<file path="src/rtl/periph_settings.svh">
// ==================================================
// Widths, slot map and register offsets of the
// peripheral segment. A slot is picked by paddr[15:12]
// and every slave decodes only paddr[3:2].
// ==================================================
`ifndef PERIPH_SETTINGS_SVH
`define PERIPH_SETTINGS_SVH

`define N_PADS      11
`define W_PADDR     16
`define W_DATA      32
`define W_PWM       8
`define W_IRQ       16

// Values of paddr[15:12]
`define SLOT_GPIO   4'h0
`define SLOT_PWM    4'h1
`define SLOT_TBMAN  4'h2

// Byte offsets within a slot
`define REG_0       4'h0
`define REG_4       4'h4
`define REG_8       4'h8

`endif

</file>
<file path="src/rtl/periph_pkg.sv">
// ==================================================
// Types shared across the APB peripheral segment.
// Widths follow the settings header.
// ==================================================
`default_nettype none

`include "periph_settings.svh"

package periph_pkg;

typedef logic [`W_PADDR-1:0] paddr_t;  // APB address
typedef logic [`W_DATA-1:0]  pdata_t;  // APB data word
typedef logic [`N_PADS-1:0]  pad_t;    // One bit per pad
typedef logic [`W_PWM-1:0]   pwm_t;    // PWM count, level or divider
typedef logic [`W_IRQ-1:0]   irq_t;    // Interrupt lines

// Phase of an APB transfer
typedef enum logic [1:0] {
	IDLE,
	SETUP,
	ACCESS
} apb_phase_e;

endpackage

`default_nettype wire

</file>
<file path="src/rtl/apb_splitter.sv">
// ==================================================
// APB address splitter for three slots.
// Slaves must answer with zero wait states, so
// pready is tied high. Unmapped slots read zero
// and raise pslverr in the access phase.
// ==================================================
`timescale 1ns/10ps
`default_nettype none

`include "periph_settings.svh"

module apb_splitter import periph_pkg::*; (
	input  logic   clk_sys,
	input  logic   rst,

	input  logic   psel,
	input  logic   penable,
	input  paddr_t paddr,

	output logic   psel_gpio,
	output logic   psel_pwm,
	output logic   psel_tbman,

	input  pdata_t prdata_gpio,
	input  pdata_t prdata_pwm,
	input  pdata_t prdata_tbman,

	output pdata_t prdata,
	output logic   pready,
	output logic   pslverr
);

apb_phase_e phase;      // Phase the bus was in on the previous cycle
logic [3:0] slot;
logic       hit_gpio;
logic       hit_pwm;
logic       hit_tbman;
logic       access;

// ==================================================
// Phase tracking
// ==================================================

always_ff @(posedge clk_sys) begin
	if (rst) begin
		phase <= IDLE;
	end else if (!psel) begin
		phase <= IDLE;
	end else if (!penable) begin
		phase <= SETUP;
	end else begin
		phase <= ACCESS;
	end
end

// A legal access phase always follows a setup cycle
assign access = psel && penable && phase == SETUP;

// ==================================================
// Slot decode and read data return
// ==================================================

assign slot      = paddr[`W_PADDR-1 -: 4];
assign hit_gpio  = slot == `SLOT_GPIO;
assign hit_pwm   = slot == `SLOT_PWM;
assign hit_tbman = slot == `SLOT_TBMAN;

assign psel_gpio  = psel && hit_gpio;
assign psel_pwm   = psel && hit_pwm;
assign psel_tbman = psel && hit_tbman;

always_comb begin
	case (slot)
		`SLOT_GPIO:  prdata = prdata_gpio;
		`SLOT_PWM:   prdata = prdata_pwm;
		`SLOT_TBMAN: prdata = prdata_tbman;
		default:     prdata = '0;  // Nothing lives here
	endcase
end

assign pready  = 1'b1;
assign pslverr = access && !(hit_gpio || hit_pwm || hit_tbman);

// Master side protocol
a_enable_after_setup: assert property (@(posedge clk_sys) disable iff (rst)
	psel && penable |-> phase == SETUP);

a_addr_stable: assert property (@(posedge clk_sys) disable iff (rst)
	psel && penable |-> $stable(paddr));

endmodule

`default_nettype wire

</file>
<file path="src/rtl/gpio.sv">
// ==================================================
// GPIO block. OUT at 0x0 and OE at 0x4 are R/W,
// IN at 0x8 is read-only and shows pads as they
// stood two cycles earlier.
// ==================================================
`timescale 1ns/10ps
`default_nettype none

`include "periph_settings.svh"

module gpio import periph_pkg::*; (
	input  logic   clk_sys,
	input  logic   rst,

	input  logic   psel,
	input  logic   penable,
	input  logic   pwrite,
	input  paddr_t paddr,
	input  pdata_t pwdata,
	output pdata_t prdata,

	input  pad_t   padin,
	output pad_t   padout,
	output pad_t   padoe
);

pad_t       out_q;
pad_t       oe_q;
pad_t       in_meta;   // First synchronizer stage
pad_t       in_q;      // Second stage, seen through IN
logic [3:0] offset;
logic       wen;

assign offset = {paddr[3:2], 2'b00};
assign wen    = psel && penable && pwrite;

always_ff @(posedge clk_sys) begin
	if (rst) begin
		out_q <= '0;
		oe_q  <= '0;
	end else if (wen) begin
		if (offset == `REG_0)
			out_q <= pwdata[`N_PADS-1:0];
		if (offset == `REG_4)
			oe_q <= pwdata[`N_PADS-1:0];
	end
end

// Two-flop synchronizer on the pad inputs
always_ff @(posedge clk_sys) begin
	if (rst) begin
		in_meta <= '0;
		in_q    <= '0;
	end else begin
		in_meta <= padin;
		in_q    <= in_meta;
	end
end

always_comb begin
	case (offset)
		`REG_0:  prdata = pdata_t'(out_q);
		`REG_4:  prdata = pdata_t'(oe_q);
		`REG_8:  prdata = pdata_t'(in_q);
		default: prdata = '0;
	endcase
end

assign padout = out_q;
assign padoe  = oe_q;

a_in_readonly: assert property (@(posedge clk_sys) disable iff (rst)
	wen && offset == `REG_8 |=> $stable(out_q) && $stable(oe_q));

endmodule

`default_nettype wire

</file>
<file path="src/rtl/periph_core.sv">
// ==================================================
// Peripheral segment top. The APB master sits
// outside and must follow setup then access. All
// slaves are zero wait state.
// ==================================================
`timescale 1ns/10ps
`default_nettype none

module periph_core import periph_pkg::*; (
	input  logic   clk_sys,
	input  logic   rst,

	// APB slave port
	input  logic   psel,
	input  logic   penable,
	input  logic   pwrite,
	input  paddr_t paddr,
	input  pdata_t pwdata,
	output pdata_t prdata,
	output logic   pready,
	output logic   pslverr,

	// Pads and side outputs
	input  pad_t   padin,
	output pad_t   padout,
	output pad_t   padoe,
	output logic   pwm_out,     // LCD backlight
	output irq_t   irq_force
);

// ==================================================
// Interconnect
// ==================================================

logic   psel_gpio;
logic   psel_pwm;
logic   psel_tbman;
pdata_t prdata_gpio;
pdata_t prdata_pwm;
pdata_t prdata_tbman;

apb_splitter inst_apb_splitter (
	.clk_sys      (clk_sys),
	.rst          (rst),
	.psel         (psel),
	.penable      (penable),
	.paddr        (paddr),
	.psel_gpio    (psel_gpio),
	.psel_pwm     (psel_pwm),
	.psel_tbman   (psel_tbman),
	.prdata_gpio  (prdata_gpio),
	.prdata_pwm   (prdata_pwm),
	.prdata_tbman (prdata_tbman),
	.prdata       (prdata),
	.pready       (pready),
	.pslverr      (pslverr)
);

// ==================================================
// Slaves
// ==================================================

gpio inst_gpio (
	.clk_sys (clk_sys),
	.rst     (rst),
	.psel    (psel_gpio),
	.penable (penable),
	.pwrite  (pwrite),
	.paddr   (paddr),
	.pwdata  (pwdata),
	.prdata  (prdata_gpio),
	.padin   (padin),
	.padout  (padout),
	.padoe   (padoe)
);

pwm_tiny inst_pwm_tiny (
	.clk_sys (clk_sys),
	.rst     (rst),
	.psel    (psel_pwm),
	.penable (penable),
	.pwrite  (pwrite),
	.paddr   (paddr),
	.pwdata  (pwdata),
	.prdata  (prdata_pwm),
	.pwm_out (pwm_out)
);

tbman inst_tbman (
	.clk_sys   (clk_sys),
	.rst       (rst),
	.psel      (psel_tbman),
	.penable   (penable),
	.pwrite    (pwrite),
	.paddr     (paddr),
	.pwdata    (pwdata),
	.prdata    (prdata_tbman),
	.irq_force (irq_force)
);

endmodule

`default_nettype wire

</file>
<file path="src/rtl/pwm_tiny.sv">
// ==================================================
// Small PWM for the LCD backlight. The counter steps
// once every DIV+1 cycles and the output is high
// while count < LEVEL. Disabled, it holds at zero
// and pwm_out follows INVERT one cycle later.
// ==================================================
`timescale 1ns/10ps
`default_nettype none

`include "periph_settings.svh"

module pwm_tiny import periph_pkg::*; (
	input  logic   clk_sys,
	input  logic   rst,

	input  logic   psel,
	input  logic   penable,
	input  logic   pwrite,
	input  paddr_t paddr,
	input  pdata_t pwdata,
	output pdata_t prdata,

	output logic   pwm_out
);

logic       en_q;      // CTRL bit 0
logic       inv_q;     // CTRL bit 1
pwm_t       div_q;
pwm_t       level_q;
pwm_t       prescale;
pwm_t       count;
logic [3:0] offset;
logic       wen;

assign offset = {paddr[3:2], 2'b00};
assign wen    = psel && penable && pwrite;

// ==================================================
// Control registers
// ==================================================

always_ff @(posedge clk_sys) begin
	if (rst) begin
		en_q    <= 1'b0;
		inv_q   <= 1'b0;
		div_q   <= '0;
		level_q <= '0;
	end else if (wen) begin
		if (offset == `REG_0) begin
			en_q  <= pwdata[0];
			inv_q <= pwdata[1];
		end
		if (offset == `REG_4)
			div_q <= pwdata[`W_PWM-1:0];
		if (offset == `REG_8)
			level_q <= pwdata[`W_PWM-1:0];
	end
end

always_comb begin
	case (offset)
		`REG_0:  prdata = {{(`W_DATA-2){1'b0}}, inv_q, en_q};
		`REG_4:  prdata = pdata_t'(div_q);
		`REG_8:  prdata = pdata_t'(level_q);
		default: prdata = '0;
	endcase
end

// ==================================================
// Prescaler, counter and output
// ==================================================

always_ff @(posedge clk_sys) begin
	if (rst || !en_q) begin
		prescale <= '0;
		count    <= '0;
	end else if (prescale == div_q) begin
		prescale <= '0;
		count    <= count + pwm_t'(1);  // Wraps 255 to 0
	end else begin
		prescale <= prescale + pwm_t'(1);
	end
end

always_ff @(posedge clk_sys) begin
	if (rst)
		pwm_out <= 1'b0;
	else
		pwm_out <= (en_q && count < level_q) ^ inv_q;
end

// Once CTRL has settled, a disabled block shows just INVERT
a_idle_level: assert property (@(posedge clk_sys) disable iff (rst)
	!en_q && $stable({en_q, inv_q}) |-> pwm_out == inv_q);

endmodule

`default_nettype wire

</file>
<file path="src/rtl/tbman.sv">
// ==================================================
// Testbench manager. SCRATCH at 0x0 holds 32 bits,
// IRQ_FORCE at 0x4 keeps only its low 16 bits.
// ==================================================
`timescale 1ns/10ps
`default_nettype none

`include "periph_settings.svh"

module tbman import periph_pkg::*; (
	input  logic   clk_sys,
	input  logic   rst,

	input  logic   psel,
	input  logic   penable,
	input  logic   pwrite,
	input  paddr_t paddr,
	input  pdata_t pwdata,
	output pdata_t prdata,

	output irq_t   irq_force
);

pdata_t     scratch_q;
irq_t       irq_q;
logic [3:0] offset;
logic       wen;

assign offset = {paddr[3:2], 2'b00};
assign wen    = psel && penable && pwrite;

always_ff @(posedge clk_sys) begin
	if (rst) begin
		scratch_q <= '0;
		irq_q     <= '0;
	end else if (wen) begin
		if (offset == `REG_0)
			scratch_q <= pwdata;
		if (offset == `REG_4)
			irq_q <= pwdata[`W_IRQ-1:0];  // Upper bits dropped
	end
end

always_comb begin
	case (offset)
		`REG_0:  prdata = scratch_q;
		`REG_4:  prdata = pdata_t'(irq_q);
		default: prdata = '0;
	endcase
end

assign irq_force = irq_q;

a_irq_on_write: assert property (@(posedge clk_sys) disable iff (rst)
	!$stable(irq_force) |-> $past(rst || (wen && offset == `REG_4)));

endmodule

`default_nettype wire

</file>
<file path="config.mk">
export PLATFORM = sky130hd
export DESIGN_NAME = periph_core
export DESIGN_NICKNAME = d
export VERILOG_FILES = /design/src/rtl/periph_pkg.sv /design/src/rtl/apb_splitter.sv /design/src/rtl/gpio.sv /design/src/rtl/periph_core.sv /design/src/rtl/pwm_tiny.sv /design/src/rtl/tbman.sv
export VERILOG_INCLUDE_DIRS = /design/src /design/src/rtl
export SDC_FILE = /design/constraint.sdc
export NUM_CORES = 1
export LEC_CHECK = 0
export ABC_AREA = 1
export BUFFER_PORTS_ARGS = -buffer_cell sky130_fd_sc_hd__buf_2
export CAP_MARGIN = 10
export CORE_ASPECT_RATIO = 1.4
export CORE_MARGIN = 2
export CORE_UTILIZATION = 61
export DETAILED_ROUTE_END_ITERATION = 8
export PLACE_DENSITY_LB_ADDON = 0.2
export SETUP_SLACK_MARGIN = 0.4
export SYNTH_ARGS = -nofsm -noshare
export SYNTH_HDL_FRONTEND = slang
export SYNTH_HIERARCHICAL = 1
export SYNTH_SLANG_ARGS = --single-unit
export TNS_END_PERCENT = 5
</file>
<file path="constraint.sdc">
create_clock -name clk_sys -period 5.3 [get_ports clk_sys]
set_input_delay 1.59 -clock clk_sys [delete_from_list [all_inputs] [get_ports clk_sys]]
set_output_delay 1.59 -clock clk_sys [all_outputs]
set_load 0.02 [all_outputs]
</file>
# Word-level counts from Yosys, hierarchy flattened
# Cells that the tools add are included.
totals:
  regBits: 129
  word_cells: 59
op_classes:
  addsub: 2
  magnitude_cmp: 1
  n_mux: 5
  n_bitwise: 2
  n_eq_ne: 6
  n_reduce_logical: 29
ops:
  columns: ["cell", "count"]
  rows:
  - ["$pmux W32 S3", 1]
  - ["$pmux W32 S2", 1]
  - ["$pmux W11 S3", 1]
  - ["$pmux W8 S3", 1]
  - ["$add A8 B1 Y8 const B", 2]
  - ["$reduce_and A2 Y1", 7]
  - ["$logic_and A1 B1 Y1", 13]
  - ["$eq A8 B8 Y1", 1]
  - ["$logic_not A4 Y1", 2]
  - ["$lt A8 B8 Y1", 1]
  - ["$eq A2 B1 Y1 const B", 2]
  - ["$eq A4 B1 Y1 const B", 1]
  - ["$eq A4 B2 Y1 const B", 1]
  - ["$reduce_or A2 Y1", 2]
  - ["$logic_or A1 B1 Y1", 3]
  - ["$eq A2 B2 Y1 const B", 1]
  - ["$logic_not A1 Y1", 2]
  - ["$mux W2", 1]
  - ["$not A1 Y1", 1]
  - ["$xor A1 B1 Y1", 1]

# Longest topological paths before layout
depth:
  depth_word: 5
  depth_mapped: 12

# Hierarchy
# Netlist, hierarchy kept.
by_module_without_submodules:
  columns: ["mod", "cells_each", "n_inst", "seq_area_each_um2", "area_each_um2"]
  rows:
  - ["tbman", 356, 1, 960.9, 2346.0]
  - ["pwm_tiny", 280, 1, 700.7, 2037.0]
  - ["gpio", 280, 1, 880.8, 1943.1]
  - ["apb_splitter", 170, 1, 40.0, 945.9]

# Worst setup path before layout
# OpenSTA, ideal clock, no wires.
synth_path:
  path_kind: "input to output"
  start: "input paddr[3]"
  end: "output prdata[11]"
  t_required_ns: 3.710
  path_stages: 6
  setup_slack_ns: 1.262
  arrival_time_ns: 2.448
  path_cell_list: "nor2_2 > buf_2 > buf_4 > a22o_1 > nand3_1 > nand3_1"
synth_via:
  elab_chain_len: 3
synth_rtl:
  columns: ["element", "line", "rtl"]
  rows:
  - ["start: declaration", "periph_core.sv:17", "input paddr_t paddr,"]
  - ["$eq A2 B1 Y1 or $logic_not A4 Y1 (tied branches)", "tbman.sv:45", "case (offset)"]
  - ["$pmux W32 S2 (*)", "tbman.sv:45", null]
  - ["net prdata_tbman[11]", "periph_core.sv:40", "pdata_t prdata_tbman;"]
  - ["$pmux W32 S3 (*)", "apb_splitter.sv:73", "case (slot)"]
  - ["end: declaration", "periph_core.sv:19", "output pdata_t prdata,"]
# The timed path passes the listed nets; every way through them passes the cells marked *.

# Worst setup path after layout
layout_path:
  start: "input paddr[2]"
  end: "output prdata[3]"
layout_via:
  elab_chain_len: 3
layout_rtl:
  columns: ["element", "line", "rtl"]
  rows:
  - ["$eq A2 B2 Y1, or another cell as far along", "gpio.sv:61", "case (offset)"]
  - ["$pmux W11 S3 (*)", "gpio.sv:61", null]
  - ["net prdata_gpio[3]", "periph_core.sv:38", "pdata_t prdata_gpio;"]
  - ["$pmux W32 S3 (*)", "apb_splitter.sv:73", null]
# Marked as above.

==> run_results.csv <==
group,metric,value,unit
global_routing,antenna_found_initial,0,
sta,finalMaxSlewViolations,0,
synth,syn_area_per_cell,6.696,um2
sta,skew,4.333,ps
layout,fin_nets,1255,
cts,cts_root_buf,"clkbuf_16",
power_and_ir_drop,total_power,2.447,mW
sta,tightest_slew,930.8,ps
cts,hold_buffers,0,
cts,worstSkewPairLatency,410,ps
sta,finalCritPeriodShare,0.8748,
worst_setup_path,cp-start-kind,"input pin",
global_routing,grt_overflow,0,
layout,area_growth,13.94,%
detailed_routing,vias,6940,
worst_setup_path,required,3710,ps
cts,h-tree-depth,4,
floorplan,die_y,133.2,um
layout,finalNonFillerCells,1342,
cts,cts_resized,0,
placement,place.gp.congestion,0.8941,
detailed_routing,wl_per_cell,13.50,um
outcome,status,"completed",
sta,final-setup-viol-count,0,
synth,ys_ff_latch,129,
sta,rsz0062_at_grt,"no",
global_routing,grt_pass1_vias,6229,
cts,cts_buffer_depth,2,
detailed_routing,drc,0,
worst_setup_path,path_class,"input pin to primary output",
sta,hold_violations,0,
global_routing,grt_pass1_wl,29060,um
detailed_routing,dr.pass1.iters,5,
detailed_routing,antenna_left,0,
cts,clock_sinks,129,
floorplan,die_area,12820,um2
power_and_ir_drop,p_per_area,295.4,nW/um2
layout,mostFrequentLayoutCell,"nand3_1",
floorplan,die_w,96.28,um
placement,dp_cells,1310,
power_and_ir_drop,p_leak,3.952,nW
detailed_routing,detail_route.vias_per_cell,5.171,
floorplan,fp.coreArea,11700,um2
sta,clock.fmax,215.7,MHz
cts,cts_setup_buffers,0,
sta,slew_headroom,0.3788,
layout,most-common-layout-cells,"223 x nand3_1, 215 x nor2_1, 163 x nand2_1",
synth,syn_area,7272,um2
cts,clkTransAtPathRegs,60,ps
global_routing,track_usage,0.2859,
worst_setup_path,crit_path_end_kind,"primary output",
synth,yosysSeqAreaShare,0.3551,
floorplan,start_util,0.6214,
worst_setup_path,r2r_slack,3870,ps
layout,num_antenna_cells,0,
detailed_routing,dr.first_iter.drc_count,495,
layout,drive_above_1_share,0.1774,
floorplan,rows,47,
synth,synth_cells,1086,
power_and_ir_drop,ir_drop,0.2398,mV
detailed_routing,wl,18110,um
worst_setup_path,cp_max_fo,22,
global_routing,grt_max_degree,101,
floorplan,io_pins,137,
synth,synth_cell_types,36,
sta,fin_crit,4637,ps
cts,cts_buffers,17,
synth,synth_warnings,6,
worst_hold_path,hp-class,"flop to flop",
placement,portBuffers,125,
placement,post-dp-hpwl,12140,um
sta,tns,0,ps
cts,cts_tree,"yes",
worst_setup_path,crit_arrival,3050,ps
run,max_cap_violations,0,
layout,fin_util,0.7080,
-- flip-flops by register name, summed over array words and instances, names as in the netlist, 8 cells and up --
signal,flops
inst_gpio/padoe,11
inst_pwm_tiny/level_q,8
inst_tbman/scratch_q,32
inst_pwm_tiny/div_q,8
inst_gpio/in_meta,11
inst_pwm_tiny/count,8
inst_tbman/irq_force,16
inst_pwm_tiny/prescale,8
inst_gpio/padout,11
inst_gpio/in_q,11
-- worst max-delay path: stages --
cell,delay [ps]
buf_2,260
inv_2,90
nor2_4,420
nand2_1,100
nand3_1,120
nand3_1,100
nand3_1,170
buf_2,190
-- synth_stat cells, drive strengths merged --
library cell,count,share of area
clkbuf,4,0.0021
buf,100,0.10
a22o,16,0.019
ha,9,0.015
inv,125,0.065
dfxtp,129,0.36
o21ai,23,0.016
or2,1,0.00086
xor2,5,0.0060
o211ai,1,0.0010
nor3b,1,0.0010
nand4,4,0.0043
nand3b,2,0.0021
conb,3,0.0015
nand3,224,0.15
a21oi,24,0.017
nand2,167,0.089
o221ai,1,0.0012
o22ai,2,0.0017
nor3,2,0.0021
nor2,237,0.14
xnor2,6,0.0072
-- routing by layer --
| layer | global-route usage | up-vias | share of wire |
|---|---|---|---|
| met5 | 0 | - | 0 |
| met4 | 0.1349 | 0 | 0.035 |
| met3 | 0.04864 | 47 | 0.058 |
| met2 | 0.4711 | 245 | 0.48 |
| li1 | - | 3539 | - |
| met1 | 0.3576 | 3109 | 0.42 |
-- logic make-up (layout without fill, tap and decap cells) --
family / count (synthesis) / in the layout / synth area share
compound gates: 67 / 67 / 0.05661
xor+xnor: 11 / 11 / 0.01325
fa+ha+maj: 9 / 9 / 0.01549
buf+inv: 229 / 295 / 0.1671
flops: 129 / 129 / 0.3551
other cells: 3 / 46 / 0.001548
simple gates: 638 / 638 / 0.3909
-- path summary, 6_finish.rpt --
check / startpoint / endpoint / cells past startpoint
min: inst_gpio/in_meta[6] / inst_gpio/in_q[6] / 2
max: paddr[2] / prdata[3] / 8
max reg2reg: inst_pwm_tiny/prescale[4] / inst_pwm_tiny/prescale[7] / 6
min reg2reg: inst_gpio/in_meta[6] / inst_gpio/in_q[6] / 2
-- metrics by stage --
step	setup WS [ps]	hold slack [ps]	instance area, um2
2_1_floorplan	1262	388.3	7433
3_3_place_gp	705.0	389.1	7630
3_5_place_dp	715.7	394.8	7630
4_1_cts	689.6	403.4	8285
5_1_grt	548.8	412.7	8285
6_report	663.4	401.3	8285
-- final cells by class --
type,instances,area (um2)
repair buffers,138,748.2
clock buffers,17,425.4
well taps,147,183.9
multi-input cells,771,3646
inverters,125,469.2
clock inverters,15,230.2
fillers,1037,3417
flip-flops and latches,129,2582
-- report_power, final --
group          internal, mW  total [mW]  switching, mW
clock                 0.841        1.29          0.446
combinational        0.0517       0.177          0.126
sequential            0.980       0.983        0.00294
Note: power is estimated with default switching activity, not from simulation.
